File: config.mk
export PLATFORM = sky130hd
export DESIGN_NAME = oam_dma
export DESIGN_NICKNAME = d
export VERILOG_FILES = /design/src/common/oam_dma_pkg.sv /design/src/dma/oam_dma.sv
export SDC_FILE = /design/constraint.sdc
export NUM_CORES = 1
export LEC_CHECK = 0
export BUFFER_PORTS_ARGS = -buffer_cell sky130_fd_sc_hd__buf_2
export CAP_MARGIN = 20
export CORE_MARGIN = 2
export CORE_UTILIZATION = 45
export CTS_BUF_LIST = sky130_fd_sc_hd__clkbuf_8
export DETAILED_ROUTE_END_ITERATION = 12
export PLACE_DENSITY = 0.82
export SLEW_MARGIN = 25
export SYNTH_ARGS = -nofsm -noshare
export SYNTH_HDL_FRONTEND = slang
export SYNTH_SLANG_ARGS = --single-unit
File: constraint.sdc
create_clock -name clk -period 1.71 [get_ports clk]
set_clock_uncertainty 0.05 [all_clocks]
set_input_delay 0.171 -clock clk [delete_from_list [all_inputs] [get_ports clk]]
set_output_delay 0.171 -clock clk [all_outputs]
set_load 0.02 [all_outputs]
File: src/common/oam_dma_pkg.sv
package oam_dma_pkg;

	// one master's request, single-cycle strobes
	typedef struct packed {
		logic [15:0] addr;
		logic [7:0]  wdata;
		logic        rd;
		logic        wr;
	} mem_req_t;

	typedef enum logic [2:0] {
		tgt_vram,
		tgt_ext,
		tgt_oam,
		tgt_reg,
		tgt_none
	} mem_target_e;

	typedef enum logic [1:0] {
		dma_idle,
		dma_start,
		dma_xfer
	} dma_state_e;

	localparam logic [15:0] DMA_REG_ADDR = 16'hFF46;
	localparam logic [15:0] OAM_BASE     = 16'hFE00;
	localparam logic [15:0] VRAM_BASE    = 16'h8000;
	localparam logic [15:0] WRAM_BASE    = 16'hC000;

	localparam int OAM_BYTES = 160;

	// address map of the shared buses
	function automatic mem_target_e addr_target(input logic [15:0] addr);
		mem_target_e tgt;
		if (addr[15:13] == VRAM_BASE[15:13]) begin
			tgt = tgt_vram;
		end else if (addr == DMA_REG_ADDR) begin
			tgt = tgt_reg;
		end else if (addr >= OAM_BASE && addr < OAM_BASE + 16'(OAM_BYTES)) begin
			tgt = tgt_oam;
		end else if (addr >= OAM_BASE) begin
			tgt = tgt_none; // unused OAM tail and I/O page
		end else begin
			tgt = tgt_ext; // external bus, only work RAM answers
		end
		return tgt;
	endfunction

endpackage

File: src/dma/oam_dma.sv
`timescale 1ns/1ps

module oam_dma
	import oam_dma_pkg::*;
#(
	parameter int OAM_BYTES = oam_dma_pkg::OAM_BYTES
) (
	input  logic       clk,
	input  logic       rst_n,
	input  mem_req_t   reg_req,
	output logic [7:0] reg_rdata,
	input  logic [7:0] src_rdata,
	output mem_req_t   dma_src_req,
	output mem_req_t   dma_oam_req,
	output logic       dma_run
);

	localparam logic [7:0] LAST_CNT = 8'(OAM_BYTES);

	dma_state_e state;
	dma_state_e state_nxt;

	logic [7:0] page;
	logic [7:0] cnt;
	logic [7:0] oam_idx;
	logic       oam_vld;
	logic       page_wr;
	logic       src_rd;

	assign page_wr = reg_req.wr && (reg_req.addr == DMA_REG_ADDR);

	// source reads only for run cycles 0 .. OAM_BYTES-1
	assign src_rd  = (state == dma_xfer) && (cnt < LAST_CNT);
	assign dma_run = (state == dma_xfer);

	always_comb begin
		state_nxt = state;
		case (state)
			dma_idle: begin
				if (page_wr) begin
					state_nxt = dma_start;
				end
			end
			dma_start: begin
				if (!page_wr) begin
					state_nxt = dma_xfer; // one cycle of start delay
				end
			end
			dma_xfer: begin
				if (page_wr) begin
					state_nxt = dma_start; // restart with the new page
				end else if (cnt == LAST_CNT) begin
					state_nxt = dma_idle; // last OAM write done
				end
			end
			default: begin
				state_nxt = dma_idle;
			end
		endcase
	end

	always_ff @(posedge clk or negedge rst_n) begin
		if (!rst_n) begin
			state <= dma_idle;
			page  <= 8'h00;
			cnt   <= 8'h00;
		end else begin
			state <= state_nxt;
			if (page_wr) begin
				page <= reg_req.wdata;
			end
			if (state_nxt != dma_xfer) begin
				cnt <= 8'h00;
			end else if (state == dma_xfer) begin
				cnt <= cnt + 8'h01;
			end
		end
	end

	// second stage, byte of the previous read goes to OAM
	always_ff @(posedge clk or negedge rst_n) begin
		if (!rst_n) begin
			oam_vld <= 1'b0;
			oam_idx <= 8'h00;
		end else begin
			oam_vld <= src_rd && !page_wr; // a restart drops the byte in flight
			oam_idx <= cnt;
		end
	end

	// page register read port, one cycle like the memories
	always_ff @(posedge clk or negedge rst_n) begin
		if (!rst_n) begin
			reg_rdata <= 8'h00;
		end else if (reg_req.rd) begin
			reg_rdata <= page;
		end
	end

	always_comb begin
		dma_src_req       = '0;
		dma_src_req.addr  = {page, cnt};
		dma_src_req.rd    = src_rd;

		dma_oam_req       = '0;
		dma_oam_req.addr  = OAM_BASE + {8'h00, oam_idx};
		dma_oam_req.wdata = src_rdata;
		dma_oam_req.wr    = oam_vld;
	end

endmodule

Word level (Yosys, flattened, before mapping). Index checks and enable logic that the tools add are counted.

Memories kept: 0. RAM bits: 0. Word-level logic and storage cells: 27. Memory bits (read-only): 0. Output and inout port bits: 61. Register bits after elaboration: 35. Latch bits: 0. Input bits: 36.

Shifts and indexed selects: 0. Divide/modulo/power cells: 0. Multipliers: 0. Bitwise logic cells: 0. Multiplexer cells: 7. Magnitude comparators: 1. $add $sub $neg: 2. Eq/ne operators: 5. Reductions and logical operators: 6.

Operators with widths (number): equality test 16 bit, second input constant (1); two-way mux 8 bit (2); adder 10 x 9 -> 11 bit, first input constant (1); adder 8 x 1 -> 8 bit, second input constant (1); equality test 8 bit, second input constant (1); less-than comparator 8 bit, second input constant (1); two-way mux 2 bit (4); one-hot mux 2 bit (3 select lines) (1); logical AND 1 bit (3); equality test 2 x 1 -> 1 bit, second input constant (1); equality test 2 bit, second input constant (1); logical NOT 2 bit (1); != test 2 bit, second input constant (1); nonzero test 2 bit (1); logical NOT 1 bit (1).

Logic depth before layout (Yosys ltp).
Depth after elaboration: 6. Mapped depth: 6. Depth with buffers taken out: 5.

Worst setup path after synthesis. No wires, ideal clock.

Kind: in2reg. Start point: input reg_req[15] in the netlist's numbering. End point: register page[0]. Arrival time: 1512 ps. Path buffers: 1. Stages on the path: 5. Slack: 23 ps. Required time: 1535 ps. Library setup time: 125 ps. Cells stage by stage: or4b_1 > nor3b_2 > and3_1 > buf_6 > mux2_4.

Cells in the longest elaborated chain, start to end: 2.

RTL lines: from (decl) (RTL line oam_dma.sv:10) `input mem_req_t reg_req,`; equality test 16 bit (RTL line oam_dma.sv:30) `assign page_wr = reg_req.wr && (reg_req.addr == DMA_REG_ADDR);`; logical AND 1 bit (RTL line oam_dma.sv:30); to (signal assigned) (RTL line oam_dma.sv:70) `page <= reg_req.wdata;`; to (decl) (RTL line oam_dma.sv:23) `logic [7:0] page;`.

No other way between the ends. A chain may end at the register's enable or synchronous reset.

Worst setup path after layout.
Start point: input reg_req[15] in the netlist's numbering. End point: register page[1].

The elaborated chain is that of the path after synthesis.

==> run metrics <==
Worst Setup Start Kind input pin; Synth warnings 0; Slew @ Worst Pin roughly 0.73 ns; Layout fillers 336; first-pass GRT wire length approximately 4700 um; Synth Area per Inst 11.8 um2; Hold Startpoint reg_req[6]; PostCTS Resize Cnt 0; Setup-failing EPs final 0; Register-to-Register Path Depth 5; clock buffer depth 2; clock transition at the registers of the reported paths around 0.060 ns; fin util between 50% and 60%; count leader, synth dfrtp_1; R2R setup slack roughly 0.18 ns; CTS tree done; antenna fix cells 0; dpl cells between 200 and 250; Mapped Area 0.00168 mm2; outcome finished, final reports clean; Die W ~65 um; DR iter-0 viols slightly below 80; area grow syn2layout 19.5%; wire per inst ~12 um; CP Class in -> reg; pin count of the biggest net entering global routing 36; # IOs 97; cell taking the most area after synthesis dfrtp_1; dominant synthesized flop cell dfrtp_1; layout cells sized above 1 roughly 44%; WHS Endpoint page[4]; f_max 645 MHz; worst path arrival time 1.66 ns; Via-to-Cell Ratio ~4.8; Hold Path Depth 2; DRC 0; Post CTS Setup Buffer Count 0; fin cells approximately 250; Port-buffer cells 62; Leakage Power between 0.001 and 0.0015 uW; Hold Violations, Final 0; required time of the critical path about 1.8 ns; r2r endpoint cnt[7]; Final HPWL DP between 2000 and 2500 um; RSZ-0062 raised after global routing no; Syn Inst Count 142; worst-path maximum fanout 9; Final #Nets 240; Async SR Flop Fraction 100%; worst vdd ir about 0.37 mV; die span in y between 60 and 70 um; DRT Pass-1 Iters 4; crit share post-route just over 90%; clk sink count 35; post-synth cell types 31; number of synthesized flops with an enable pin 0; Worst-Skew Late Latency ~0.28 ns; total track usage between 10 and 15%; max-slew violations 0; routed vias approximately 1200; commonest cells in the synthesized netlist 35 x dfrtp_1, 28 x buf_4, 8 x mux2_2, 8 x mux2_4, 8 x nor2_1; Max Cap Viol 0; Placeable Area about 0.0036 mm2; fin crit period between 1.5 and 2 ns; Die Area ~0.0042 mm2; CP Capture Type flip-flop; Area contributors post-synth dfrtp_1 52%, buf_4 13%, mux2_4 7.2%; Core Rows 22; Total Wirelength between 2000 and 3000 um; Total Power 2260 uW; min-delay worst type in -> reg; remaining antenna violation count 0; clock root buffer clkbuf_8; reg2reg start cnt[0]; H-tree depth 2; Starting Density between 40% and 50%; Inserted Clock Buffers 5; synthesized flop and latch total 35; worst rel slew slack between 50% and 60%; pwr/cell area about 1100 mW/mm2; setup ws final about 0.16 ns; vias in the first global route roughly 1000; Placement Setup Slack -0.138 ns; initial antenna violation count 0; post-synthesis sequential area ratio 52.2%; Placer Congestion between 0.8 and 0.9; Overflow after GRT 0; share of the synthesized area in the top cell type between 50% and 60%
-- cells by family (layout without fill, tap and decap cells) --
kind of cell	count (synthesis)	in the layout	synth area share [%]
buffers and inverters	34	77	14.8
AND/OR/NAND/NOR	37	37	12.2
XOR/XNOR	2	2	1.04
multiplexers	17	17	13.1
flip-flops	35	35	52.2
other	2	18	0.448
AO/OA/AOI/OAI	13	13	4.70
adder cells (fa/ha/maj)	2	2	1.49
-- metrics by stage --
stage                     hold WS, ns  cell area [um2]  TNS, ns
after floorplan                -0.175             1740        0
after global placement          0.220             1920    -1.35
after detailed placement        0.224             1920    -1.87
after CTS                      0.0651             2000        0
after global routing           0.0658             2000        0
final                          0.0696             2000        0
-- what timing repair did --
action | 4_1_cts | 5_1_grt
hold endpoints to repair | 35 | 0
hold buffers | 1 | 0
endpoints found under the setup margin | 0 | 0
-- where the power goes --
part | total (uW) | internal [uW] | switching, uW
Combinational | 652 | 235 | 417
Clock | 520 | 265 | 256
Sequential | 1090 | 970 | 121
Total | 2260 | 1470 | 793
-- flip-flops by register name, summed over array words and instances, names as in the netlist --
signal,count
oam_idx,8
page,8
state,2
cnt,8
oam_vld,1
reg_rdata,8
-- worst max-delay path by stage --
stage                      startpoint       to  slack, ns
after floorplan           reg_req[15]  page[0]       0.02
after global placement    reg_req[15]  page[7]      -0.11
after detailed placement  reg_req[15]  page[5]      -0.14
after CTS                 reg_req[15]  page[5]       0.16
after global routing           cnt[1]   cnt[6]       0.03
final                     reg_req[15]  page[1]       0.16
-- cell usage in the layout, fill, tap and decap left out, drive strengths merged, types with 3 or more instances in the layout --
| cell | n |
|---|---|
| buf | 67 |
| dfrtp | 35 |
| conb | 18 |
| mux2 | 16 |
| nor2 | 8 |
| a21oi | 5 |
| clkbuf | 5 |
| inv | 4 |
| nand4 | 4 |
| nand2 | 4 |
| nand3 | 4 |
| and3 | 4 |
| nor2b | 3 |
| nor3 | 3 |
-- area by class of cell --
class	count	area (um2)	area share, %
clock buffer	5	68.8	3.43
sequential	35	876	43.7
tap	48	60.1	3.00
clock inverter	1	3.75	0.187
multi-input combinational	89	614	30.6
timing repair buffer	68	370	18.5
inverter	3	11.3	0.562
-- metal layers --
metal | share of wire, % | vias up | track usage [%]
li1 | - | 561 | -
met1 | 40 | 557 | 18.0
met2 | 49 | 73 | 23.7
met3 | 8.7 | 5 | 4.51
met4 | 1.4 | 0 | 8.85
met5 | 0 | - | 0
-- critical path: stages --
cell     delay (ns)
buf_2          0.09
or4b_1         0.52
nor3b_2        0.20
and3_1         0.22
buf_12         0.15
mux2_4         0.30
Note: power is estimated with default switching activity, not from simulation.
