### config.mk
export PLATFORM = sky130hd
export DESIGN_NAME = bus_arbiter
export DESIGN_NICKNAME = d
export VERILOG_FILES = /design/src/common/oam_dma_pkg.sv /design/src/bus_arbiter.sv
export SDC_FILE = /design/constraint.sdc
export NUM_CORES = 1
export LEC_CHECK = 0
export BUFFER_PORTS_ARGS = -buffer_cell sky130_fd_sc_hd__buf_4
export CAP_MARGIN = 20
export CORE_AREA = 3 3 90 92
export CTS_CLUSTER_DIAMETER = 50
export CTS_CLUSTER_SIZE = 16
export DETAILED_ROUTE_END_ITERATION = 8
export DIE_AREA = 0 0 93 95
export PLACE_DENSITY = 0.72
export SYNTH_ARGS = -nofsm -noshare
export SYNTH_HDL_FRONTEND = slang
export SYNTH_SLANG_ARGS = --single-unit
### constraint.sdc
create_clock -name clk -period 1.7 [get_ports clk]
set_clock_uncertainty 0.05 [all_clocks]
set_input_delay 0.085 -clock clk [delete_from_list [all_inputs] [get_ports clk]]
set_output_delay 0.085 -clock clk [all_outputs]
set_load 0.05 [all_outputs]
### src/common/oam_dma_pkg.sv
package oam_dma_pkg;

	// one master's request, single-cycle strobes
	typedef struct packed {
		logic [15:0] addr;
		logic [7:0]  wdata;
		logic        rd;
		logic        wr;
	} mem_req_t;

	typedef enum logic [2:0] {
		tgt_vram,
		tgt_ext,
		tgt_oam,
		tgt_reg,
		tgt_none
	} mem_target_e;

	typedef enum logic [1:0] {
		dma_idle,
		dma_start,
		dma_xfer
	} dma_state_e;

	localparam logic [15:0] DMA_REG_ADDR = 16'hFF46;
	localparam logic [15:0] OAM_BASE     = 16'hFE00;
	localparam logic [15:0] VRAM_BASE    = 16'h8000;
	localparam logic [15:0] WRAM_BASE    = 16'hC000;

	localparam int OAM_BYTES = 160;

	// address map of the shared buses
	function automatic mem_target_e addr_target(input logic [15:0] addr);
		mem_target_e tgt;
		if (addr[15:13] == VRAM_BASE[15:13]) begin
			tgt = tgt_vram;
		end else if (addr == DMA_REG_ADDR) begin
			tgt = tgt_reg;
		end else if (addr >= OAM_BASE && addr < OAM_BASE + 16'(OAM_BYTES)) begin
			tgt = tgt_oam;
		end else if (addr >= OAM_BASE) begin
			tgt = tgt_none; // unused OAM tail and I/O page
		end else begin
			tgt = tgt_ext; // external bus, only work RAM answers
		end
		return tgt;
	endfunction

endpackage

### src/bus_arbiter.sv
`timescale 1ns/1ps

module bus_arbiter
	import oam_dma_pkg::*;
(
	input  logic       clk,
	input  logic       rst_n,
	input  mem_req_t   cpu_req,
	input  mem_req_t   dma_src_req,
	input  mem_req_t   dma_oam_req,
	input  logic       dma_run,
	output mem_req_t   vram_req,
	output mem_req_t   ext_req,
	output mem_req_t   oam_req,
	output mem_req_t   reg_req,
	input  logic [7:0] vram_rdata,
	input  logic [7:0] ext_rdata,
	input  logic [7:0] oam_rdata,
	input  logic [7:0] reg_rdata,
	output logic [7:0] src_rdata,
	output logic [7:0] cpu_rdata
);

	mem_target_e cpu_tgt;
	mem_target_e dma_tgt;
	mem_target_e rd_tgt;

	mem_req_t   cpu_pass;
	logic       cpu_blk;
	logic       rd_pend;
	logic       rd_blk;
	logic [7:0] rd_data;
	logic [7:0] hold_q;

	assign cpu_tgt = addr_target(cpu_req.addr);

	// DMA source is video RAM or else the external bus
	assign dma_tgt = (addr_target(dma_src_req.addr) == tgt_vram) ? tgt_vram : tgt_ext;

	assign cpu_blk = dma_run && ((cpu_tgt == tgt_oam) || (cpu_tgt == dma_tgt));

	always_comb begin
		cpu_pass = cpu_req;
		if (cpu_blk) begin
			cpu_pass.rd = 1'b0; // dropped, DMA owns the target
			cpu_pass.wr = 1'b0;
		end
	end

	always_comb begin
		vram_req = '0;
		ext_req  = '0;
		oam_req  = '0;
		reg_req  = '0;
		if (dma_run && dma_tgt == tgt_vram) begin
			vram_req = dma_src_req;
		end else if (cpu_tgt == tgt_vram) begin
			vram_req = cpu_pass;
		end
		if (dma_run && dma_tgt == tgt_ext) begin
			ext_req = dma_src_req;
		end else if (cpu_tgt == tgt_ext) begin
			ext_req = cpu_pass;
		end
		if (dma_run) begin
			oam_req = dma_oam_req;
		end else if (cpu_tgt == tgt_oam) begin
			oam_req = cpu_pass;
		end
		if (cpu_tgt == tgt_reg) begin
			reg_req = cpu_req; // never blocked so a restart gets through
		end
	end

	// page is stable across a run, so the live source target is valid
	assign src_rdata = (dma_tgt == tgt_vram) ? vram_rdata : ext_rdata;

	always_ff @(posedge clk or negedge rst_n) begin
		if (!rst_n) begin
			rd_pend <= 1'b0;
			rd_blk  <= 1'b0;
			rd_tgt  <= tgt_none;
		end else begin
			rd_pend <= cpu_req.rd;
			if (cpu_req.rd) begin
				rd_blk <= cpu_blk;
				rd_tgt <= cpu_tgt;
			end
		end
	end

	always_comb begin
		case (rd_tgt)
			tgt_vram: rd_data = vram_rdata;
			tgt_ext:  rd_data = ext_rdata;
			tgt_oam:  rd_data = oam_rdata;
			tgt_reg:  rd_data = reg_rdata;
			default:  rd_data = 8'hFF;
		endcase
		if (rd_blk) begin
			rd_data = 8'hFF;
		end
	end

	// keeps the last read value while the DMA reuses the memories
	always_ff @(posedge clk) begin
		hold_q <= cpu_rdata;
	end

	assign cpu_rdata = rd_pend ? rd_data : hold_q;

endmodule

Yosys cells after proc, flatten, opt, wreduce, memory -nomap -nowiden
Index checks and enable logic that the tools add are counted.
W data, S select, Z words.
{"block": "word_totals", "register_bits": 13, "inputBits": 113, "output_inout_bits": 120, "wordCells": 51}
{"block": "op_classes", "magnitude_cmp": 4, "n_eq_ne": 12, "mux": 21, "n_reduce_logical": 10}
{"op": "$mux W26", "n": 7}
{"op": "$eq A16 B16 Y1 const B", "n": 2}
{"op": "$ge A16 B16 Y1 const B", "n": 2}
{"op": "$lt A16 B16 Y1 const B", "n": 2}
{"op": "$pmux W8 S4", "n": 1}
{"op": "$mux W3", "n": 8}
{"op": "$mux W8", "n": 3}
{"op": "$eq A3 B2 Y1 const B", "n": 4}
{"op": "$logic_not A3 Y1", "n": 4}
{"op": "$eq A3 B1 Y1 const B", "n": 2}
{"op": "$eq A3 B3 Y1 const B", "n": 2}
{"op": "$logic_and A1 B1 Y1", "n": 5}
{"op": "$eq A3 B1 Y1", "n": 1}
{"op": "$mux W2", "n": 1}
{"op": "$eq A1 B1 Y1 const B", "n": 1}
{"op": "$logic_or A1 B1 Y1", "n": 1}
{"op": "$mux W1", "n": 1}

Longest topological paths before layout
Gate-level depths: netlist of the first run.
{"block": "logic_depth", "word_depth": 13, "depth_mapped": 7, "depth_no_buf": 4}

Least setup slack after synthesis of the first run
OpenSTA, ideal clock, no wires.
{"block": "synth_timing", "path_type": "input -> output", "start": "input port cpu_req[23] (netlist bit)", "end": "output port oam_req[1] (netlist bit)", "arrival_ns": 2.431, "t_required_ns": 1.565, "setup_slack_ns": -0.866, "stages": 4, "n_path_buf": 0, "path_cell_list": "or3b_4 -> nand2_2 -> o21ai_1 -> o41ai_1"}
{"item": "from (decl)", "line_no": "bus_arbiter.sv:8", "rtl": "input mem_req_t cpu_req,"}
{"item": "to (decl)", "line_no": "bus_arbiter.sv:14", "rtl": "output mem_req_t oam_req,"}

Worst setup path after layout of the first run
{"block": "layout_timing", "start": "register rd_tgt[0]", "end": "output port cpu_rdata[5]"}
{"block": "layout_via", "elab_chain_len": 4, "elab_cells_between_ends": 7, "cone_classes": "3 x eq/ne; 3 x mux; 1 x reduce/logical"}
{"item": "from (decl)", "line_no": "bus_arbiter.sv:26", "rtl": "mem_target_e rd_tgt;"}
{"item": "from (signal assigned)", "line_no": "bus_arbiter.sv:82", "rtl": "rd_tgt <= tgt_none;"}
{"item": "from (signal assigned)", "line_no": "bus_arbiter.sv:87", "rtl": "rd_tgt <= cpu_tgt;"}
{"item": "$eq A3 B2 Y1 (tied with other cells)", "line_no": "bus_arbiter.sv:93", "rtl": "case (rd_tgt)"}
{"item": "$pmux W8 S4 *", "line_no": "bus_arbiter.sv:93"}
{"item": "$mux W8 *", "line_no": "bus_arbiter.sv:100", "rtl": "if (rd_blk) begin"}
{"item": "$mux W8 *", "line_no": "bus_arbiter.sv:110", "rtl": "assign cpu_rdata = rd_pend ? rd_data : hold_q;"}
{"item": "to (decl)", "line_no": "bus_arbiter.sv:21", "rtl": "output logic [7:0] cpu_rdata"}
Mark *: on every way between the ends. The rest lies on a longest branch, timed or not.

==> key figures, run 1 <==
Status
  – Status: finished, violations left
  – Failing checks: setup timing

Power and ir drop
  – Leak: 2.21 nW
  – VDD IR max: 0.000296 V
  – PD cells: 500 nW/µm²

Synth
  – Yosys top cell area share: 12.9%
  – Mapped Avg Cell Area: 6.78 µm²
  – Post-synthesis cell type count: 45
  – Synthesized instance count: 323
  – Synth area leader: nand2_1
  – Synth area leaders: nand2_1, a22o_1, o21ai_0
  – Post-synth ARST share: 38.5%
  – Synth Flop Type: dfxtp_1
  – Mapped cell area: 2190 µm²
  – Post-synth EDFFs: 0
  – Ys Warns: 0
  – Register area share after synthesis: 13.1%
  – Yosys reg bits: 13

GRT
  – Overflow after GRT: 0
  – Initial antenna violation count: 0
  – GRT Total Usage: 23.0%
  – Vias in the first global route: 3,162
  – Pin count of the biggest net entering global routing: 50
  – First-pass GRT wire length: 16,300 µm

Floorplanning
  – Core area: 7290 µm²
  – Rows: 31
  – Die ar.: 8840 µm²
  – Chip Width: 93 µm
  – Die Y-Extent: 95 µm
  – I/O Pins: 233
  – Initial core utilization: 30.0%

STA
  – Slew Limit Fails: 0
  – Endpoints failing hold: 0
  – Fmax: 0.521 GHz
  – Worst Setup Slack, final: -0.218 ns
  – Crit share post-route: 113%
  – Final setup fails: 9
  – RSZ-0062 raised after global routing: true
  – Final min period: 1.92 ns

Placed design
  – GPL Wtd Cong: 0.810
  – Post-DP Area: 4200 µm²
  – Buffers on Ports: 225
  – Place WS: -0.0420 ns
  – DPL Wire Length: 8490 µm

Critical path
  – Crit path max fanout: 5
  – Startpoint Class: register
  – Critical path class: register to output port
  – Setup slack, reg-to-reg: 0.16 ns
  – Critical Path RT: 1.56 ns
  – CP endpoint kind: output port
  – Data arrival time of the critical path: 1.78 ns

CTS
  – # clock sinks: 13
  – CTS clk-pin slew, worst paths: 0.06 ns
  – Clock Tree Buf Depth: 2
  – CTS buffer count: 3
  – Root Driver: clkbuf_8
  – H-tree depth: 1
  – Clock latency on the worst-skew pair: 0.25 ns
  – CTS tree: built

Finish
  – FILL cells: 621
  – Layout area overhead: 109%
  – Final instance area: 4570 µm²
  – Layout net count: 673
  – Number of antenna cells inserted: 0
  – Fraction of layout cells with a size suffix above 1: 62.6%

Routing
  – Routed len/inst: 17.3 µm
  – Vias per inst: 5.14
  – DRT antenna net count: 0
  – DRT Pass-1 Iters: 4
  – Routed wire length: 11,400 µm
  – DRC errors left: 0
  – Via count: 3,382
  – Iteration-0 DRC Markers: 161

Job
  – Max_cap viols: 0

Hold path
  – Hold Crit Class: input port to register
[final cells by class]
type	instances	area, µm²	area share (%)
inverters	2	11.3	0.246
repair buffers	262	2110	46.3
multi-input cells	278	1990	43.5
clock buffers	3	41.3	0.903
well taps	99	124	2.71
clock inverters	1	5.00	0.109
flip-flops and latches	13	288	6.30
[metrics by stage]
stage	power [mW]	hold slack (ns)	util [%]	std cells	TNS (ns)
floorplan	1.30	-0.261	-	329	-4.37
global placement	1.86	-0.162	57.6	642	-0.00399
detailed placement	1.88	-0.155	57.6	642	-0.115
CTS	2.23	0.105	60.6	651	-1.36
global route	2.38	0.103	62.7	658	-2.24
finish	2.29	0.122	62.7	658	-1.56
[power breakdown]
| group | total (mW) | internal (mW) | leakage [nW] | switching [mW] |
|---|---|---|---|---|
| registers | 0.356 | 0.339 | 0.125 | 0.0173 |
| clock network | 0.288 | 0.162 | 0.0255 | 0.125 |
| logic | 1.64 | 0.630 | 2.06 | 1.01 |
[logic make-up after synthesis]
logic type | share of synthesized area, %
AND/OR/NAND/NOR | 34.1
AO/OA/AOI/OAI | 35.2
buffers and inverters | 9.03
multiplexers | 8.46
flip-flops | 13.1
other | 0.171
[what timing repair did]
action,4_1_cts,5_1_grt
resized for setup,29,22
pin swaps,7,12
buffers inserted,2,6
hold buffers,2,0
endpoints found under the hold margin,6,0
endpoints found under the setup margin,10,64
gates cloned,1,1
[per-layer routing]
layer | global-route usage (%) | share of wire [%]
met4 | 3.91 | 1.3
met3 | 4.86 | 8.0
met2 | 44.6 | 52
met5 | 0 | 0
met1 | 26.1 | 39
[cells in the mapped netlist (2+ instances only)]
cell type,instances
a22o_1,26
nand3_1,11
mux2_2,12
o21a_1,4
nor2_1,12
buf_4,10
nand2b_1,13
nand2_1,75
and2_1,12
nor2b_1,2
nor3b_1,3
o21ai_2,11
a221oi_1,5
o211ai_1,4
mux2i_1,5
nor3_1,11
inv_1,2
dfrtp_1,4
o21ai_0,41
buf_2,5
a22oi_1,3
dfxtp_1,8
nand4_1,2
buf_1,2
clkbuf_1,19
a32o_1,2
[final timing paths]
kind	to	cells past startpoint	from
worst min-delay path	hold_q[0]	3	oam_rdata[0]
worst max-delay path	cpu_rdata[5]	7	rd_tgt[0]
max in group asynchronous	rd_tgt[2]	2	rst_n
worst max register to register	hold_q[5]	6	rd_tgt[0]
worst min register to register	hold_q[7]	1	hold_q[7]
min in group asynchronous	rd_blk	2	rst_n
[flip-flops by register name (all words and copies together), names as in the netlist]
name     flops
hold_q       8
rd_tgt       3
rd_pend      1
rd_blk       1
[placed cells by master, fill, tap and decap left out, types with 2 or more instances in the layout]
cell	instances
nand2b_1	13
conb_1	7
o21ai_0	3
o21ai_1	29
a221oi_2	5
and2_1	3
buf_6	6
buf_8	5
dlygate4sd3_1	2
o21a_2	3
nand2_1	73
dfrtp_1	3
nor2_4	7
buf_12	5
nor2_1	6
mux2_2	9
nor3_1	10
dfxtp_1	8
and2_4	8
clkbuf_8	3
mux2i_1	4
a32o_1	2
o21ai_2	20
buf_4	243
nor3b_4	2
a22o_1	26
nand2_2	3
mux2_4	3
nand4_1	2
a22oi_2	3
nand3_1	10
o211ai_1	4
[critical path, cell delays in order (launching register included)]
cell      delay (ns)
dfrtp_2         0.47
buf_12          0.16
mux2i_1         0.20
o21ai_0         0.12
a221oi_2        0.23
buf_4           0.16
nor2_4          0.04
buf_6           0.15
No activity file was read; power rests on OpenSTA's default activity.
==> run 2: changes to the inputs <==
--- a/config.mk
+++ b/config.mk
@@ -5,14 +5,15 @@
 export SDC_FILE = /design/constraint.sdc
 export NUM_CORES = 1
 export LEC_CHECK = 0
+export ABC_AREA = 1
 export BUFFER_PORTS_ARGS = -buffer_cell sky130_fd_sc_hd__buf_4
 export CAP_MARGIN = 20
-export CORE_AREA = 3 3 90 92
+export CORE_AREA = 3 3 89 91
 export CTS_CLUSTER_DIAMETER = 50
 export CTS_CLUSTER_SIZE = 16
 export DETAILED_ROUTE_END_ITERATION = 8
-export DIE_AREA = 0 0 93 95
-export PLACE_DENSITY = 0.72
+export DIE_AREA = 0 0 92 94
+export PLACE_DENSITY = 0.73
 export SYNTH_ARGS = -nofsm -noshare
 export SYNTH_HDL_FRONTEND = slang
 export SYNTH_SLANG_ARGS = --single-unit
==> key figures, run 2 <==
Floorplanning
  – Rows: 31
  – Die ar.: 8650 µm²
  – Core area: 7210 µm²
  – Chip Width: 92 µm
  – Initial core utilization: 30.0%
  – Die Y-Extent: 94 µm
  – I/O Pins: 233

STA
  – Final min period: 1.91 ns
  – Crit share post-route: 112%
  – Worst Setup Slack, final: -0.211 ns
  – Slew Limit Fails: 0
  – Fmax: 0.523 GHz
  – Hold WS: 0.166 ns
  – Setup Total Neg Slack: -0.968 ns
  – RSZ-0062 raised after global routing: true
  – Final setup fails: 8
  – Endpoints failing hold: 0

Power and ir drop
  – PD cells: 507 nW/µm²
  – Leak: 2.50 nW
  – VDD IR max: 0.000229 V

CTS
  – H-tree depth: 1
  – # clock sinks: 13
  – Root Driver: clkbuf_8
  – Clock Tree Buf Depth: 2
  – CTS buffer count: 3
  – Clock latency on the worst-skew pair: 0.24 ns
  – CTS tree: built
  – CTS clk-pin slew, worst paths: 0.05 ns

Finish
  – Max reg flops: 8
  – Number of antenna cells inserted: 0
  – FILL cells: 697
  – Commonest non-fill, non-tap cell in the layout: buf_4
  – Layout net count: 761
  – Biggest register: hold_q
  – Fraction of layout cells with a size suffix above 1: 51.8%
  – Fin util: 60.6%
  – Largest regs: hold_q: 8 flops, rd_tgt: 3 flops
  – Register area: 289 µm²
  – Layout area overhead: 102%
  – Commonest cells after routing, fill and taps aside: buf_4, nand2_1, inv_1
  – Multi-input logic area: 1640 µm²

Synth
  – Synth area leader: nand2_1
  – Post-synth ARST share: 38.5%
  – Synthesized instance count: 409
  – Mapped Avg Cell Area: 5.29 µm²
  – Register area share after synthesis: 13.3%
  – Post-synth top cells: nand2_1, inv_1, nor2_1
  – Post-synthesis cell type count: 28
  – Synth area leaders: nand2_1, inv_1, nor2_1
  – Ys Warns: 0
  – Most common cell in the netlist: nand2_1
  – Yosys top cell area share: 17.2%
  – Yosys reg bits: 13
  – Mapped cell area: 2160 µm²
  – Synth Flop Type: dfxtp_1
  – Post-synth EDFFs: 0

GRT
  – GRT Total Usage: 23.9%
  – Vias in the first global route: 3,459
  – Initial antenna violation count: 0
  – Overflow after GRT: 0
  – First-pass GRT wire length: 16,700 µm
  – Pin count of the biggest net entering global routing: 27

Routing
  – DRC errors left: 0
  – DRT Pass-1 Iters: 7
  – Vias per inst: 4.74
  – Routed wire length: 11,500 µm
  – DRT antenna net count: 0
  – Routed len/inst: 15.5 µm
  – Iteration-0 DRC Markers: 121
  – Via count: 3,535

Placed design
  – Place WS: -0.0521 ns
  – DPL Wire Length: 9280 µm
  – Buffers on Ports: 225
  – GPL Wtd Cong: 0.883

Critical path
  – Critical path class: register to output port
  – Slowest cell on the critical path: dfstp_2
  – Startpoint Class: register
  – CP endpoint kind: output port
  – Data arrival time of the critical path: 1.78 ns
  – Critical Path RT: 1.56 ns
  – Crit path max fanout: 8
  – Slowest stage delay, CP: 0.59 ns
  – Crit-path cells: inv_4, nand3_4, o22ai_4, nor4_2, buf_4, nor2_2, buf_6

Hold path
  – Hold Crit Class: input port to asynchronous set/reset pin

Status
  – Status: finished, violations left
  – Failing checks: setup timing

Job
  – Max_cap viols: 0
==> run 2: changes by cell type in the layout (fill, tap and decap cells not counted), sizes merged, moves of 7 or more <==
| cell | change |
|---|---|
| a22o | -25 |
| buf | -11 |
| o22ai | +21 |
| inv | +80 |
| mux2 | -12 |
| nor2 | +59 |
| nor3 | -12 |
| and2 | -12 |
| nand2b | -13 |
| nand2 | +28 |
| nor4 | +7 |
| o21ai | +7 |
==> run 2: cell families after synthesis <==
logic type	count (synthesis)	synth area share, %
AOI/OAI and AO/OA	83	23.3
and+or+nand+nor	204	41.4
DFF	13	13.3
other	1	0.173
buffers and inverters	108	21.9
==> run 2: what timing repair did <==
item,in CTS,in global routing
endpoints found under the hold margin,6,0
resized for setup,34,28
hold buffers,2,0
gates cloned,0,2
setup buffers,2,7
pin swaps,9,9
setup endpoints to repair,8,14
==> run 2: critical path: cells and delay by family (launching register included) <==
family	cells	cell delay, ns
buf+inv	3	0.39
compound gates	1	0.08
simple gates	3	0.48
flops	1	0.59
==> run 2: path summary, 6_finish.rpt <==
path | start | end | slack, ns | cells past startpoint
worst max register to register | rd_tgt[2] | hold_q[6] | 0.09 | 7
worst min-delay path | rst_n | rd_blk | 0.17 | 2
worst max-delay path | rd_tgt[2] | cpu_rdata[2] | -0.21 | 7
worst min register to register | hold_q[0] | hold_q[0] | 0.44 | 2
max in group asynchronous | rst_n | rd_tgt[2] | 1.24 | 2
min in group clk | oam_rdata[5] | hold_q[5] | 0.24 | 5
==> run 2: per-stage QoR <==
stage | total power [mW] | instances | cell area (µm²)
after CTS | 2.19 | 738 | 4200
after global placement | 1.84 | 730 | 3980
after detailed placement | 1.85 | 730 | 3980
final | 2.22 | 746 | 4380
after floorplan | 1.30 | 415 | 2210
after global routing | 2.33 | 746 | 4380
==> run 2: routing by layer <==
layer	vias to the layer above	track usage [%]	part of all wire [%]
li1	1748	-	-
met1	1582	23.7	33
met2	175	47.1	54
met3	30	6.65	8.9
met4	0	8.79	3.7
met5	-	0	0
==> run 2: layout make-up <==
class	instances	share of cell area, %
timing repair buffer	251	44.4
clock buffer	4	1.03
timing repair inverter	2	0.286
inverter	83	7.38
sequential	13	6.61
multi-input combinational	294	37.5
tap	99	2.83
==> run 2: where the power goes <==
part	total, mW	switching, mW	internal (mW)
Clock	0.275	0.109	0.166
Combinational	1.59	1.04	0.547
Sequential	0.356	0.0134	0.343
Total	2.22	1.16	1.06
