<file path="src/common/oam_dma_pkg.sv">
package oam_dma_pkg;

	// one master's request, single-cycle strobes
	typedef struct packed {
		logic [15:0] addr;
		logic [7:0]  wdata;
		logic        rd;
		logic        wr;
	} mem_req_t;

	typedef enum logic [2:0] {
		tgt_vram,
		tgt_ext,
		tgt_oam,
		tgt_reg,
		tgt_none
	} mem_target_e;

	typedef enum logic [1:0] {
		dma_idle,
		dma_start,
		dma_xfer
	} dma_state_e;

	localparam logic [15:0] DMA_REG_ADDR = 16'hFF46;
	localparam logic [15:0] OAM_BASE     = 16'hFE00;
	localparam logic [15:0] VRAM_BASE    = 16'h8000;
	localparam logic [15:0] WRAM_BASE    = 16'hC000;

	localparam int OAM_BYTES = 160;

	// address map of the shared buses
	function automatic mem_target_e addr_target(input logic [15:0] addr);
		mem_target_e tgt;
		if (addr[15:13] == VRAM_BASE[15:13]) begin
			tgt = tgt_vram;
		end else if (addr == DMA_REG_ADDR) begin
			tgt = tgt_reg;
		end else if (addr >= OAM_BASE && addr < OAM_BASE + 16'(OAM_BYTES)) begin
			tgt = tgt_oam;
		end else if (addr >= OAM_BASE) begin
			tgt = tgt_none; // unused OAM tail and I/O page
		end else begin
			tgt = tgt_ext; // external bus, only work RAM answers
		end
		return tgt;
	endfunction

endpackage

</file>
<file path="src/oam_ram.sv">
`timescale 1ns/1ps

module oam_ram
	import oam_dma_pkg::*;
#(
	parameter int OAM_BYTES = oam_dma_pkg::OAM_BYTES
) (
	input  logic       clk,
	input  logic       rst_n,
	input  mem_req_t   oam_req,
	output logic [7:0] oam_rdata
);

	localparam int IW = $clog2(OAM_BYTES);

	logic [7:0]  mem [OAM_BYTES];
	logic [15:0] idx;
	logic        in_range;

	assign idx      = oam_req.addr - OAM_BASE;
	assign in_range = (idx < 16'(OAM_BYTES));

	always_ff @(posedge clk) begin
		if (oam_req.wr && in_range) begin
			mem[idx[IW-1:0]] <= oam_req.wdata;
		end
	end

	// registered read, out of range reads float high
	always_ff @(posedge clk or negedge rst_n) begin
		if (!rst_n) begin
			oam_rdata <= 8'hFF;
		end else if (oam_req.rd) begin
			if (in_range) begin
				oam_rdata <= mem[idx[IW-1:0]];
			end else begin
				oam_rdata <= 8'hFF;
			end
		end
	end

endmodule

</file>
<file path="config.mk">
export PLATFORM = sky130hd
export DESIGN_NAME = oam_ram
export DESIGN_NICKNAME = d
export VERILOG_FILES = /design/src/common/oam_dma_pkg.sv /design/src/oam_ram.sv
export SDC_FILE = /design/constraint.sdc
export NUM_CORES = 1
export LEC_CHECK = 0
export BUFFER_PORTS_ARGS = -buffer_cell sky130_fd_sc_hd__buf_2
export CAP_MARGIN = 20
export CELL_PAD_IN_SITES_DETAIL_PLACEMENT = 0
export CELL_PAD_IN_SITES_GLOBAL_PLACEMENT = 1
export CORE_UTILIZATION = 50
export CTS_CLUSTER_DIAMETER = 100
export DETAILED_ROUTE_END_ITERATION = 7
export HOLD_SLACK_MARGIN = 0.1
export PLACE_DENSITY = 0.76
export REMOVE_ABC_BUFFERS = 1
export SYNTH_ARGS = -nofsm -noshare
export SYNTH_HDL_FRONTEND = slang
export SYNTH_SLANG_ARGS = --single-unit
</file>
<file path="constraint.sdc">
create_clock -name clk -period 1.65 [get_ports clk]
set_input_delay 0 -clock clk [delete_from_list [all_inputs] [get_ports clk]]
set_output_delay 0 -clock clk [all_outputs]
set_load 0.1 [all_outputs]
</file>
Word level (Yosys, flattened, before mapping)
Memories as Yosys holds them, arrays and structs flattened.
Index checks and enable logic that the tools add are counted.

word-level totals
  register bits after elaboration = 8
  memories = 1
  bits in writable memories = 1280
  output and inout port bits = 8
  bits of input ports = 28
  logic and storage cells = 8

cells by class
  $lt $le $gt $ge = 1
  muxes and demuxes = 3
  reduce and logical (&&, ||, !) cells = 1
  add/subtract/negate cells = 1

memories
  name  depth  width  read ports  clocked after memory_dff  wr ports  line           RTL
  mem   160    8      1           0                         1         oam_ram.sv:16  logic [7:0] mem [OAM_BYTES];

operators with widths
  operator                                                                        number
  16-bit by 8-bit less-than comparator with 1-bit output (second input constant)  1
  16-bit subtractor (second input constant)                                       1
  8-bit 2-to-1 mux                                                                1
  1-bit 2-to-1 mux                                                                2
  1-bit logical AND                                                               1

Logic depth before layout (Yosys ltp)
Gate-level depths: netlist of the first run.

  depth after elaboration = 5
  mapped depth = 11
  depth with buffers taken out = 7

Least setup slack after synthesis of the first run
OpenSTA, ideal clock, no wires.

  path kind = input-to-reg
  from = input port oam_req[16] (netlist name)
  to = memory mem[123][0], enable pin
  stages on the path = 7
  arrival time = 1992 ps
  buffers on the path = 1
  library setup time = 371 ps
  path slack = -713 ps
  required time = 1279 ps
  cell sequence = or2_1 clkbuf_1 a2111oi_2 nand4_1 nor3b_2 nand3_1 nor2_1

on the way
  longest elaborated chain between the ends = 5

RTL lines
  what                                                    line           RTL
  from (decl)                                             oam_ram.sv:10  input mem_req_t oam_req,
  16-bit subtractor (*)                                   oam_ram.sv:20  assign idx = oam_req.addr - OAM_BASE;
  16-bit by 8-bit less-than comparator with 1-bit output  oam_ram.sv:21  assign in_range = (idx < 16'(OAM_BYTES));
  1-bit logical AND                                       oam_ram.sv:24  if (oam_req.wr && in_range) begin
  1-bit 2-to-1 mux                                        oam_ram.sv:24
  1-bit 2-to-1 mux (not written as such)                  oam_ram.sv:25  mem[idx[IW-1:0]] <= oam_req.wdata;
  to (decl)                                               oam_ram.sv:16

Every way passes the cells marked *; elsewhere a longest branch is shown, timed or not.

Worst setup path in the final report of the first run
  from = memory mem[9][4]
  to = register oam_rdata[4]

on the way
  longest elaborated chain between the ends = 2

RTL lines
  what                     line           RTL
  memory read 160 x 8 bit  n/a
  8-bit 2-to-1 mux         oam_ram.sv:34  if (in_range) begin
  to (signal assigned)     oam_ram.sv:35  oam_rdata <= mem[idx[IW-1:0]];
  to (decl)                oam_ram.sv:11  output logic [7:0] oam_rdata

Every way passes these cells.
A chain may end at the register's enable or synchronous reset.

==> results of run 1 <==
## power by group
part / switching (mW) / leakage [nW] / internal, mW
clock network: 11.7 / 1.90 / 15.7
registers: 0.000645 / 11.6 / 36.0
logic: 2.18 / 6.21 / 1.63
total: 13.9 / 19.7 / 53.3
## cells in the mapped netlist, types with 2 or more instances
cell type | number | area share (%)
mux4_2 | 309 | 14
o221ai_1 | 11 | 0.19
clkbuf_1 | 41 | 0.31
a211oi_1 | 6 | 0.091
nand2_1 | 25 | 0.19
and2_1 | 3 | 0.038
mux2i_1 | 58 | 1.2
o21ai_0 | 7 | 0.070
or4_1 | 6 | 0.091
a22o_1 | 10 | 0.18
o41a_1 | 2 | 0.045
a211o_1 | 4 | 0.070
nand3_1 | 11 | 0.11
or3b_2 | 10 | 0.18
a221oi_1 | 3 | 0.053
dfstp_2 | 8 | 0.42
nor4_1 | 13 | 0.16
nor2b_1 | 13 | 0.16
a2111oi_0 | 3 | 0.053
buf_6 | 16 | 0.36
o32a_1 | 4 | 0.081
nand3b_1 | 9 | 0.14
buf_8 | 2 | 0.060
inv_1 | 2 | 0.015
buf_1 | 3 | 0.023
nand2b_1 | 4 | 0.050
a21oi_1 | 28 | 0.28
or3_1 | 3 | 0.038
buf_4 | 27 | 0.41
a22oi_1 | 35 | 0.53
buf_2 | 39 | 0.39
nand4_1 | 2 | 0.025
edfxtp_1 | 1280 | 77
o22ai_1 | 85 | 1.1
nor2_1 | 173 | 1.3
nor3_1 | 4 | 0.040
## area by class of cell
class | instances | area, um2 | share of cell area, %
inverters | 2 | 7.51 | 0.0123
clock inverters | 64 | 648 | 1.07
flip-flops and latches | 1288 | 38600 | 63.6
multi-input cells | 856 | 11400 | 18.7
clock buffers | 158 | 3250 | 5.34
well taps | 1287 | 1610 | 2.65
repair buffers | 552 | 5280 | 8.68
## metal layers
metal | vias to the layer above | global-route usage [%]
met1 | 13500 | 33.5
met3 | 234 | 5.86
li1 | 10700 | -
met4 | 2 | 9.15
met5 | - | 0
met2 | 1280 | 39.6
## path summary, 6_finish.rpt
kind | start | to | cells past startpoint
setup / recovery | mem[9][4] | oam_rdata[4] | 7
hold / removal | oam_req[7] | mem[46][5] | 2
setup reg to reg | mem[9][4] | oam_rdata[4] | 7
hold reg to reg | oam_rdata[0] | oam_rdata[0] | 2
max in group asynchronous | rst_n | oam_rdata[0] | 3
min in group asynchronous | rst_n | oam_rdata[4] | 3
## through the flow
step	instance area (um2)	TNS [ns]
2_1_floorplan	48900	-733.64
3_5_place_dp	55200	-1000.72
4_1_cts	59800	-128.44
3_3_place_gp	55200	-922.67
5_1_grt	60800	-20.78
6_report	60800	-5.48
## flip-flops by register name, indices dropped and copies added, names as in the netlist
name       cells
mem         1280
oam_rdata      8
## kinds of logic after synthesis
logic type | Yosys count | synth area share (%)
flops | 1288 | 77.7
compound gates | 208 | 2.90
buf+inv | 130 | 1.57
fa+ha+maj | 1 | 0.0252
mux | 367 | 15.2
simple gates | 280 | 2.61
## timing repair
action	4_1_cts	5_1_grt
setup endpoints to repair	956	1288
hold buffers	20	0
hold endpoints to repair	1289	0
resized for setup	94	257
buffers inserted	2	2
pin swaps	21	47
==> metrics.csv, run 1 <==
stage,metric,value,unit
detailed_routing,number of detailed-route iterations in the first pass,6,
timing,Max-slew headroom,54.4,%
yosys,Synth Cell Area,49700,um2
floorplanning,Placeable Area,98400,um2
run,maxcap violations,0,
setup_path,worst path cell trace,mux4_2 > mux2i_4 > a22oi_2 > a21oi_2 > buf_4 > a2111oi_4 > o32a_1,
pwr,Leakage Power,19.7,nW
setup_path,critical path data required time,2.29,ns
detailed_routing,final wirelength,123,mm
timing,Hold Slack,0.149,ns
detailed_routing,DRT met1 WL,47.5,mm
hold_path,Hold/Removal Path Class,in2reg,
detailed_routing,WL/cell,29.3,um
clock_network,CTS root buffer,clkbuf_16,
timing,Final Cycle Share,127,%
outcome,failing checks,negative setup slack,
global_route,first-pass GRT wire length,178,mm
setup_path,"delay-heaviest family, CP",multiplexers,
finish,Final Util,61.8,%
finish,most frequent cells in the layout,"edfxtp_1, buf_4, mux4_2, clkbuf_16, nor2_1",
yosys,"EDFF count, synth",1280,
placement,half-perimeter wire length after placement,81.4,mm
pwr,overall power,67.1,mW
timing,Final Setup Violations,114,
detailed_routing,Vias,25700,
setup_path,buffer and inverter count on the worst path,1,
timing,skew final,0.0602,ns
timing,Final Max Tran Viols,0,
finish,nets,2849,
placement,IO buf count,35,
finish,"leading cell type in the layout, fill and taps excluded",edfxtp_1,
pwr,Pwr Density,1100,nW/um2
floorplanning,# rows,115,
setup_path,Crit. End Element,flop,
yosys,cells after synthesis,2274,
timing,Final Hold Fails,0,
detailed_routing,mean number of vias per cell,6.11,
clock_network,"CTS clk-pin slew, worst paths",0.07,ns
global_route,Overflow after GRT,0,
finish,Fillers,6561,
setup_path,Critical Path AT,2.73,ns
timing,unrepaired setup endpoints after global routing,yes,
floorplanning,Starting Density,50.5,%
yosys,Async SR Flop Fraction,0.621,%
global_route,initial antenna violation count,1,
placement,Placer Congestion,0.901,
global_route,pin count of the biggest net entering global routing,117,
finish,Non-Filler Instances,4207,
clock_network,clk_lat worst skew,0.71,ns
setup_path,worst-path fanout max,1,
clock_network,Max Root-Sink Buffers,3,
finish,synth-to-layout area growth,22.3,%
setup_path,Setup Crit Path Kind,reg2reg,
detailed_routing,Initial DRC Count,2955,
yosys,commonest register cell after synthesis,edfxtp_1,
global_route,gr usage total,24.8,%
detailed_routing,post-route ant nets,0,
finish,antenna diode count,0,
detailed_routing,DR top layer,met5,
timing,min Tclk post-route,2.09,ns
outcome,status,"finished, violations left",
yosys,Mapped Avg Cell Area,21.9,um2
yosys,post-synthesis sequential area ratio,77.7,%
timing,final setup margin,-0.441,ns
clock_network,CTS tree,done,
global_route,vias in the first global route,26600,
floorplanning,die width,317,um
floorplanning,Die ar.,101000,um2
placement,Placed Cells,3968,
placement,"worst slack, placed",-1.09,ns
floorplanning,# IOs,36,
yosys,Synth cell types,51,
yosys,yosys warns,0,
finish,layout cell share with drive strength beyond 1,41.0,%
floorplanning,die height,317,um
setup_path,CP max-delay cell,mux4_2,
setup_path,critical path launch point type,flop,
yosys,Seq cells post-synth,1288,
clock_network,CTS Buf Count,120,
timing,Max Freq,478,MHz
detailed_routing,met3 wire length,11.4,mm
timing,worst-margin pin slew,0.685,ns
clock_network,CTS H-tree depth,3,
setup_path,Max stage delay on crit path,0.52,ns
clock_network,clock sink count,1288,
pwr,VDD IR max,0.898,mV
detailed_routing,DR WL met2,59.8,mm
setup_path,R2R Setup Slk,-0.44,ns
detailed_routing,residual DRC count,0,
(Power assumes the default switching activity.)
==> inputs of run 2 (changes only) <==
--- a/config.mk
+++ b/config.mk
@@ -12,2 +12,3 @@
 export CORE_UTILIZATION = 50
+export CTS_BUF_LIST = sky130_fd_sc_hd__clkbuf_8
 export CTS_CLUSTER_DIAMETER = 100
==> constraint.sdc (replaced) <==
create_clock -name clk -period 1.65 [get_ports clk]
set_input_delay 0.0825 -clock clk [delete_from_list [all_inputs] [get_ports clk]]
set_output_delay 0.0825 -clock clk [all_outputs]
set_load 0.1 [all_outputs]
==> run 2 against run 1 <==
  * The flow still finishes with violations (negative setup slack)
  * Cell count grew 2.9%
  * Via count grew 1.2%
  * Core utilization shrank 0.63 points
  * Register-to-register slack gained 0.02 ns
  * Die area is the same
  * Largest power group unchanged
==> metrics.csv, run 2 (synthesized netlist as in run 1, its figures left out) <==
stage,metric,value,unit,change
outcome,status,"finished, violations left",,unchanged
outcome,failing checks,negative setup slack,,unchanged
pwr,Seq pwr share,56.5,%,was 53.6%
detailed_routing,DRT met1 WL,47.2,mm,was 47.5 mm
global_route,pin count of the biggest net entering global routing,111,,was 117
finish,synth-to-layout area growth,21.0,%,was 22.3%
placement,Placed Instance Area,55200,um2,about the same
clock_network,"CTS clk-pin slew, worst paths",0.07,ns,about the same
setup_path,worst-path fanout max,1,,unchanged
clock_network,clk_lat worst skew,0.86,ns,was 0.71 ns
floorplanning,# IOs,36,,unchanged
setup_path,Crit. End Element,flop,,unchanged
detailed_routing,residual DRC count,0,,unchanged
clock_network,Max Root-Sink Buffers,3,,unchanged
timing,Final Cycle Share,126,%,was 127%
floorplanning,Starting Density,50.5,%,unchanged
placement,IO buf count,35,,unchanged
detailed_routing,Initial DRC Count,3173,,was 2955
timing,Max Freq,483,MHz,was 478 MHz
clock_network,CTS root buffer,clkbuf_8,,was clkbuf_16
detailed_routing,final wirelength,123,mm,about the same
floorplanning,die width,317,um,unchanged
finish,nets,2913,,was 2849
pwr,Internal,49.5,mW,was 53.3 mW
detailed_routing,mean number of vias per cell,6.01,,was 6.11
finish,layout cell share with drive strength beyond 1,40.8,%,was 41.0%
clock_network,CTS H-tree depth,4,,was 3
pwr,clock power share,37.4,%,was 40.7%
timing,Final Max Tran Viols,0,,unchanged
finish,Fillers,6778,,was 6561
placement,"worst slack, placed",-1.27,ns,was -1.09 ns
run,maxcap violations,0,,unchanged
detailed_routing,DR top layer,met4,,was met5
detailed_routing,number of detailed-route iterations in the first pass,5,,was 6
placement,half-perimeter wire length after placement,80.2,mm,was 81.4 mm
clock_network,CTS Buf Count,193,,was 120
finish,max FFs per register,1280,,unchanged
placement,Placed Cells,3960,,was 3968
pwr,switching part of the total,22.1,%,was 20.6%
timing,min Tclk post-route,2.07,ns,was 2.09 ns
setup_path,critical path data required time,2.44,ns,was 2.29 ns
pwr,Pwr Density,1060,nW/um2,was 1100 nW/um2
finish,"leading cell type in the layout, fill and taps excluded",edfxtp_1,,unchanged
global_route,vias in the first global route,27000,,was 26.6k
floorplanning,die height,317,um,unchanged
detailed_routing,DR WL met2,59.5,mm,was 59.8 mm
timing,skew final,0.0427,ns,was 0.0602 ns
floorplanning,Die ar.,101000,um2,unchanged
timing,Final Hold Fails,0,,unchanged
detailed_routing,post-route ant nets,0,,unchanged
hold_path,Hold/Removal Path Class,in2reg,,unchanged
finish,Final Cell Area,60200,um2,was 60800 um2
timing,unrepaired setup endpoints after global routing,yes,,unchanged
clock_network,clock sink count,1288,,unchanged
pwr,P_sw,14.1,mW,was 13.9 mW
pwr,overall power,63.6,mW,was 67.1 mW
global_route,first-pass GRT wire length,179,mm,was 178 mm
setup_path,critical path launch point type,flop,,unchanged
timing,Post-Route Setup TNS,-3.70,ns,was -5.48 ns
timing,Max-slew headroom,50.7,%,was 54.4%
floorplanning,Placeable Area,98400,um2,unchanged
floorplanning,# rows,115,,unchanged
detailed_routing,Vias,26000,,was 25.7k
setup_path,Setup Crit Path Kind,reg2reg,,unchanged
finish,Non-Filler Instances,4329,,was 4207
pwr,VDD IR max,0.594,mV,was 0.898 mV
timing,final setup margin,-0.422,ns,was -0.441 ns
finish,most frequent cells in the layout,"edfxtp_1, buf_4, mux4_2, clkbuf_8, nor2_1",,"was edfxtp_1, buf_4, mux4_2, clkbuf_16, nor2_1"
detailed_routing,met3 wire length,12.1,mm,was 11.4 mm
setup_path,Critical Path AT,2.86,ns,was 2.73 ns
pwr,Leakage Power,19.8,nW,was 19.7 nW
pwr,Comb power frac,6.1,%,was 5.7%
timing,worst-margin pin slew,0.737,ns,was 0.685 ns
global_route,Overflow after GRT,0,,unchanged
timing,Final Setup Violations,25,,was 114
detailed_routing,WL/cell,28.3,um,was 29.3 um
global_route,gr usage total,25.0,%,was 24.8%
clock_network,CTS tree,done,,unchanged
global_route,initial antenna violation count,2,,was 1
placement,Placer Congestion,0.936,,was 0.901
## run 2: cell count changes in the layout (fill, tap and decap cells not counted), moves of 24 or more
cell,previous run,this run
buf_4,375,399
buf_6,75,34
clkbuf_1,31,0
clkbuf_16,123,0
clkbuf_8,4,197
inv_1,2,58
nor2_1,104,142
nor2_4,41,6
## run 2: worst paths after layout
path,startpoint,to,slack [ns],depth (start not counted)
min in group asynchronous,rst_n,oam_rdata[1],0.57,3
max in group asynchronous,rst_n,oam_rdata[2],1.04,3
worst max-delay path,mem[53][5],oam_rdata[5],-0.42,6
worst min-delay path,oam_req[13],oam_rdata[1],0.16,6
worst max register to register,mem[53][5],oam_rdata[5],-0.42,6
worst min register to register,oam_rdata[7],oam_rdata[7],0.57,2
## run 2: final cells by class
type                            count  area, um2  area share [%]
Sequential cell                  1288      38600            64.2
Timing Repair Buffer              543       5100            8.48
Clock buffer                      197       2710            4.51
Multi-Input combinational cell    856      11300            18.7
Clock inverter                    153        808            1.34
Antenna cell                        3       7.51          0.0125
Tap cell                         1287       1610            2.68
Inverter                            2       7.51          0.0125
## run 2: stage by stage
step,hold slack (ns),utilization [%]
final,0.158,61.1
after global routing,0.145,61.1
after CTS,0.115,60.7
after detailed placement,0.193,56.1
after global placement,0.181,56.1
after floorplan,-0.0653,-
## run 2: critical path, stage by stage, from the launching register on
cell,delay [ns]
edfxtp_1,0.34
mux4_2,0.24
o22ai_1,0.14
nor4_4,0.48
o22ai_2,0.16
a2111oi_2,0.44
o32a_1,0.21
## run 2: power groups by stage
stage	registers (mW)	logic [mW]	clock network [mW]
5_1_grt	35.9	4.03	25.6
6_report	36.0	3.87	23.8
2_1_floorplan	36.7	1.17	0
4_1_cts	36.0	3.78	24.3
3_5_place_dp	36.6	3.52	0
3_3_place_gp	36.6	3.44	0
## run 2: routing by layer
layer  up-vias  global-route usage [%]
met5         -                       0
met4         0                    8.93
met3       215                    6.53
met2      1341                    39.7
met1     13500                    33.7
li1      10900                       -
## run 2: what timing repair did
item	CTS	global route
buffers inserted	0	1
resized for setup	154	104
setup endpoints to repair	654	1296
hold endpoints to repair	1296	2
pin swaps	35	17
hold buffers	22	2
==> inputs of run 3 (changes only) <==
--- a/config.mk
+++ b/config.mk
@@ -7,3 +7,3 @@
 export LEC_CHECK = 0
-export BUFFER_PORTS_ARGS = -buffer_cell sky130_fd_sc_hd__buf_2
+export BUFFER_PORTS_ARGS = -buffer_cell sky130_fd_sc_hd__buf_4
 export CAP_MARGIN = 20
@@ -16,3 +16,3 @@
 export HOLD_SLACK_MARGIN = 0.1
-export PLACE_DENSITY = 0.76
+export PLACE_DENSITY = 0.86
 export REMOVE_ABC_BUFFERS = 1
--- a/constraint.sdc
+++ b/constraint.sdc
@@ -3,2 +3,2 @@
 set_output_delay 0.0825 -clock clk [all_outputs]
-set_load 0.1 [all_outputs]
+set_load 0.02 [all_outputs]
==> run 3 against run 2 <==
  * The flow finishes with violations (negative hold slack, negative setup slack)
  * Cell count shrank 0.49%
  * Clock power grew 2%
  * Worst hold slack lost 0.35 ns
  * Critical path depth grew 1
  * Clock skew grew 0.032 ns
  * Fmax grew 2.1%
  * Flip-flop and latch count is the same
  * Power grew 0.39%
  * First-iteration DRC count grew 3.9%
  * Register-to-register slack gained 0.04 ns
==> metrics.csv, run 3 (synthesized netlist as in run 1, its figures left out) <==
stage,metric,value,unit,change
clock_network,CTS H-tree depth,4,,unchanged
floorplanning,# rows,115,,unchanged
finish,nets,2893,,was 2913
clock_network,CTS tree,done,,unchanged
placement,Placer Congestion,0.912,,was 0.936
global_route,Overflow after GRT,0,,unchanged
timing,min Tclk post-route,2.03,ns,was 2.07 ns
clock_network,"CTS clk-pin slew, worst paths",0.07,ns,about the same
timing,Final Hold Fails,4,,was 0
finish,synth-to-layout area growth,20.5,%,was 21.0%
timing,unrepaired setup endpoints after global routing,yes,,unchanged
finish,"leading cell type in the layout, fill and taps excluded",edfxtp_1,,unchanged
detailed_routing,DR top layer,met5,,was met4
finish,max FFs per register,1280,,unchanged
setup_path,Critical Path Stages,7,,was 6
clock_network,clock sink count,1288,,unchanged
timing,skew final,0.0751,ns,was 0.0427 ns
clock_network,clk_lat worst skew,0.91,ns,was 0.86 ns
floorplanning,# IOs,36,,unchanged
detailed_routing,Vias,26400,,was 26.0k
hold_path,Hold/Removal Path Class,in2reg,,unchanged
floorplanning,Starting Density,50.5,%,unchanged
pwr,Leakage Power,19.6,nW,was 19.8 nW
setup_path,buffer and inverter count on the worst path,1,,was 0
timing,Hold Slack,-0.194,ns,was 0.158 ns
floorplanning,Placeable Area,98400,um2,unchanged
detailed_routing,met3 wire length,13.9,mm,was 12.1 mm
hold_path,hold depth,4,,was 6
global_route,vias in the first global route,27000,,about the same
detailed_routing,DRT met1 WL,43.8,mm,was 47.2 mm
timing,Max-slew headroom,53.8,%,was 50.7%
floorplanning,die height,317,um,unchanged
setup_path,CP max-delay cell,mux4_2,,was nor4_4
setup_path,critical path data required time,2.44,ns,about the same
setup_path,critical path launch point type,flop,,unchanged
detailed_routing,residual DRC count,0,,unchanged
detailed_routing,Initial DRC Count,3296,,was 3173
global_route,first-pass GRT wire length,175,mm,was 179 mm
pwr,VDD IR max,0.677,mV,was 0.594 mV
pwr,Internal,49.4,mW,was 49.5 mW
placement,"worst slack, placed",-1.30,ns,was -1.27 ns
finish,Fillers,6486,,was 6778
timing,Final Max Tran Viols,0,,unchanged
clock_network,CTS Buf Count,191,,was 193
floorplanning,Die ar.,101000,um2,unchanged
finish,most frequent cells in the layout,"edfxtp_1, buf_4, mux4_2, clkbuf_8, nor2_1",,unchanged
detailed_routing,mean number of vias per cell,6.13,,was 6.01
global_route,initial antenna violation count,3,,was 2
pwr,P_sw,14.4,mW,was 14.1 mW
detailed_routing,number of detailed-route iterations in the first pass,8,,was 5
run,maxcap violations,0,,unchanged
setup_path,"delay-heaviest family, CP",compound AO/OA/AOI/OAI gates,,unchanged
setup_path,worst-path fanout max,1,,unchanged
timing,final setup margin,-0.379,ns,was -0.422 ns
setup_path,R2R Setup Slk,-0.38,ns,was -0.42 ns
floorplanning,die width,317,um,unchanged
global_route,gr usage total,24.4,%,was 25.0%
pwr,Seq pwr share,56.3,%,was 56.5%
placement,IO buf count,35,,unchanged
timing,Final Setup Violations,263,,was 25
detailed_routing,final wirelength,122,mm,was 123 mm
detailed_routing,DR WL met2,59.9,mm,was 59.5 mm
setup_path,Setup Crit Path Kind,reg2reg,,unchanged
detailed_routing,post-route ant nets,0,,unchanged
setup_path,R2R cell count,7,,was 6
pwr,Pwr Density,1070,nW/um2,was 1060 nW/um2
clock_network,CTS root buffer,clkbuf_8,,unchanged
setup_path,Max stage delay on crit path,0.47,ns,was 0.48 ns
outcome,status,"finished, violations left",,unchanged
clock_network,Max Root-Sink Buffers,3,,unchanged
finish,layout cell share with drive strength beyond 1,39.9,%,was 40.8%
setup_path,Crit. End Element,flop,,unchanged
outcome,failing checks,"negative hold slack, negative setup slack",,was negative setup slack
pwr,switching part of the total,22.6,%,was 22.1%
timing,worst-margin pin slew,0.688,ns,was 0.737 ns
timing,Max Freq,493,MHz,was 483 MHz
finish,Final Util,60.9,%,was 61.1%
clock_network,Post-CTS Hold Buffers,15,,was 22
detailed_routing,WL/cell,28.3,um,about the same
timing,Final Cycle Share,123,%,was 126%
pwr,Comb power frac,5.9,%,was 6.1%
placement,half-perimeter wire length after placement,79.5,mm,was 80.2 mm
timing,Post-Route Setup TNS,-18.48,ns,was -3.70 ns
global_route,pin count of the biggest net entering global routing,81,,was 111
setup_path,worst path cell trace,mux4_2 > mux2i_1 > buf_4 > a22oi_1 > a21oi_4 > a2111oi_4 > o32a_1,,was mux4_2 > o22ai_1 > nor4_4 > o22ai_2 > a2111oi_2 > o32a_1
setup_path,Critical Path AT,2.82,ns,was 2.86 ns
pwr,clock power share,37.8,%,was 37.4%
run 3: cell types whose count changed in the layout (fill, tap and decap cells not counted), moves of 8 or more:
cell,before,now
buf_12,69,61
buf_2,16,0
buf_4,399,384
buf_6,34,62
clkinv_1,47,57
clkinv_2,35,27
inv_12,0,8
mux2i_1,47,55
nor2_1,142,132
run 3: final timing paths:
path / startpoint / end
setup / recovery: mem[20][6] / oam_rdata[6]
hold / removal: oam_req[17] / oam_rdata[3]
setup reg to reg: mem[20][6] / oam_rdata[6]
hold reg to reg: oam_rdata[7] / oam_rdata[7]
max in group asynchronous: rst_n / oam_rdata[5]
min in group asynchronous: rst_n / oam_rdata[4]
run 3: area by class of cell:
cell class / instances / area [um2] / share of cell area (%)
flip-flops and latches: 1288 / 38600 / 64.5
multi-input cells: 856 / 11100 / 18.5
repair buffers: 525 / 5010 / 8.36
clock buffers: 192 / 2640 / 4.41
well taps: 1287 / 1610 / 2.69
clock inverters: 157 / 910 / 1.52
inverters: 2 / 7.51 / 0.0125
diodes: 1 / 2.50 / 0.00418
run 3: worst register-to-register path, cell delays in order (launching register included):
cell and delay (ns):
edfxtp_1 0.40, mux4_2 0.47, mux2i_1 0.14, buf_4 0.15, a22oi_1 0.11, a21oi_4 0.30
a2111oi_4 0.10, o32a_1 0.31
run 3: timing repair:
action                                  in CTS  in global routing
resized for setup                           77                148
endpoints found under the setup margin     896               1296
pin swaps                                   28                 23
buffers inserted                             0                  2
gates cloned                                 0                  1
hold endpoints to repair                  1297                  8
run 3: power by group through the flow:
stage / Combinational (mW) / Sequential, mW / Clock (mW)
CTS: 3.64 / 36.0 / 24.5
detailed placement: 3.47 / 36.6 / 0
global placement: 3.35 / 36.6 / 0
finish: 3.76 / 36.0 / 24.2
floorplan: 1.17 / 36.7 / 0
global route: 3.91 / 35.9 / 25.8
run 3: through the flow:
step / hold WS [ns] / cell area, um2 / total power, mW / instances
2_1_floorplan: -0.0653 / 48900 / 37.8 / 2146
3_3_place_gp: 0.132 / 55200 / 40.0 / 3942
3_5_place_dp: 0.134 / 55200 / 40.1 / 3942
4_1_cts: -0.272 / 59300 / 64.1 / 4305
5_1_grt: -0.212 / 59900 / 65.7 / 4308
6_report: -0.194 / 59900 / 63.9 / 4308
run 3: metal layers:
| layer | track usage, % | up-vias |
|---|---|---|
| met4 | 9.97 | 2 |
| met5 | 0 | - |
| li1 | - | 10900 |
| met2 | 39.0 | 1647 |
| met3 | 7.14 | 271 |
| met1 | 31.5 | 13600 |
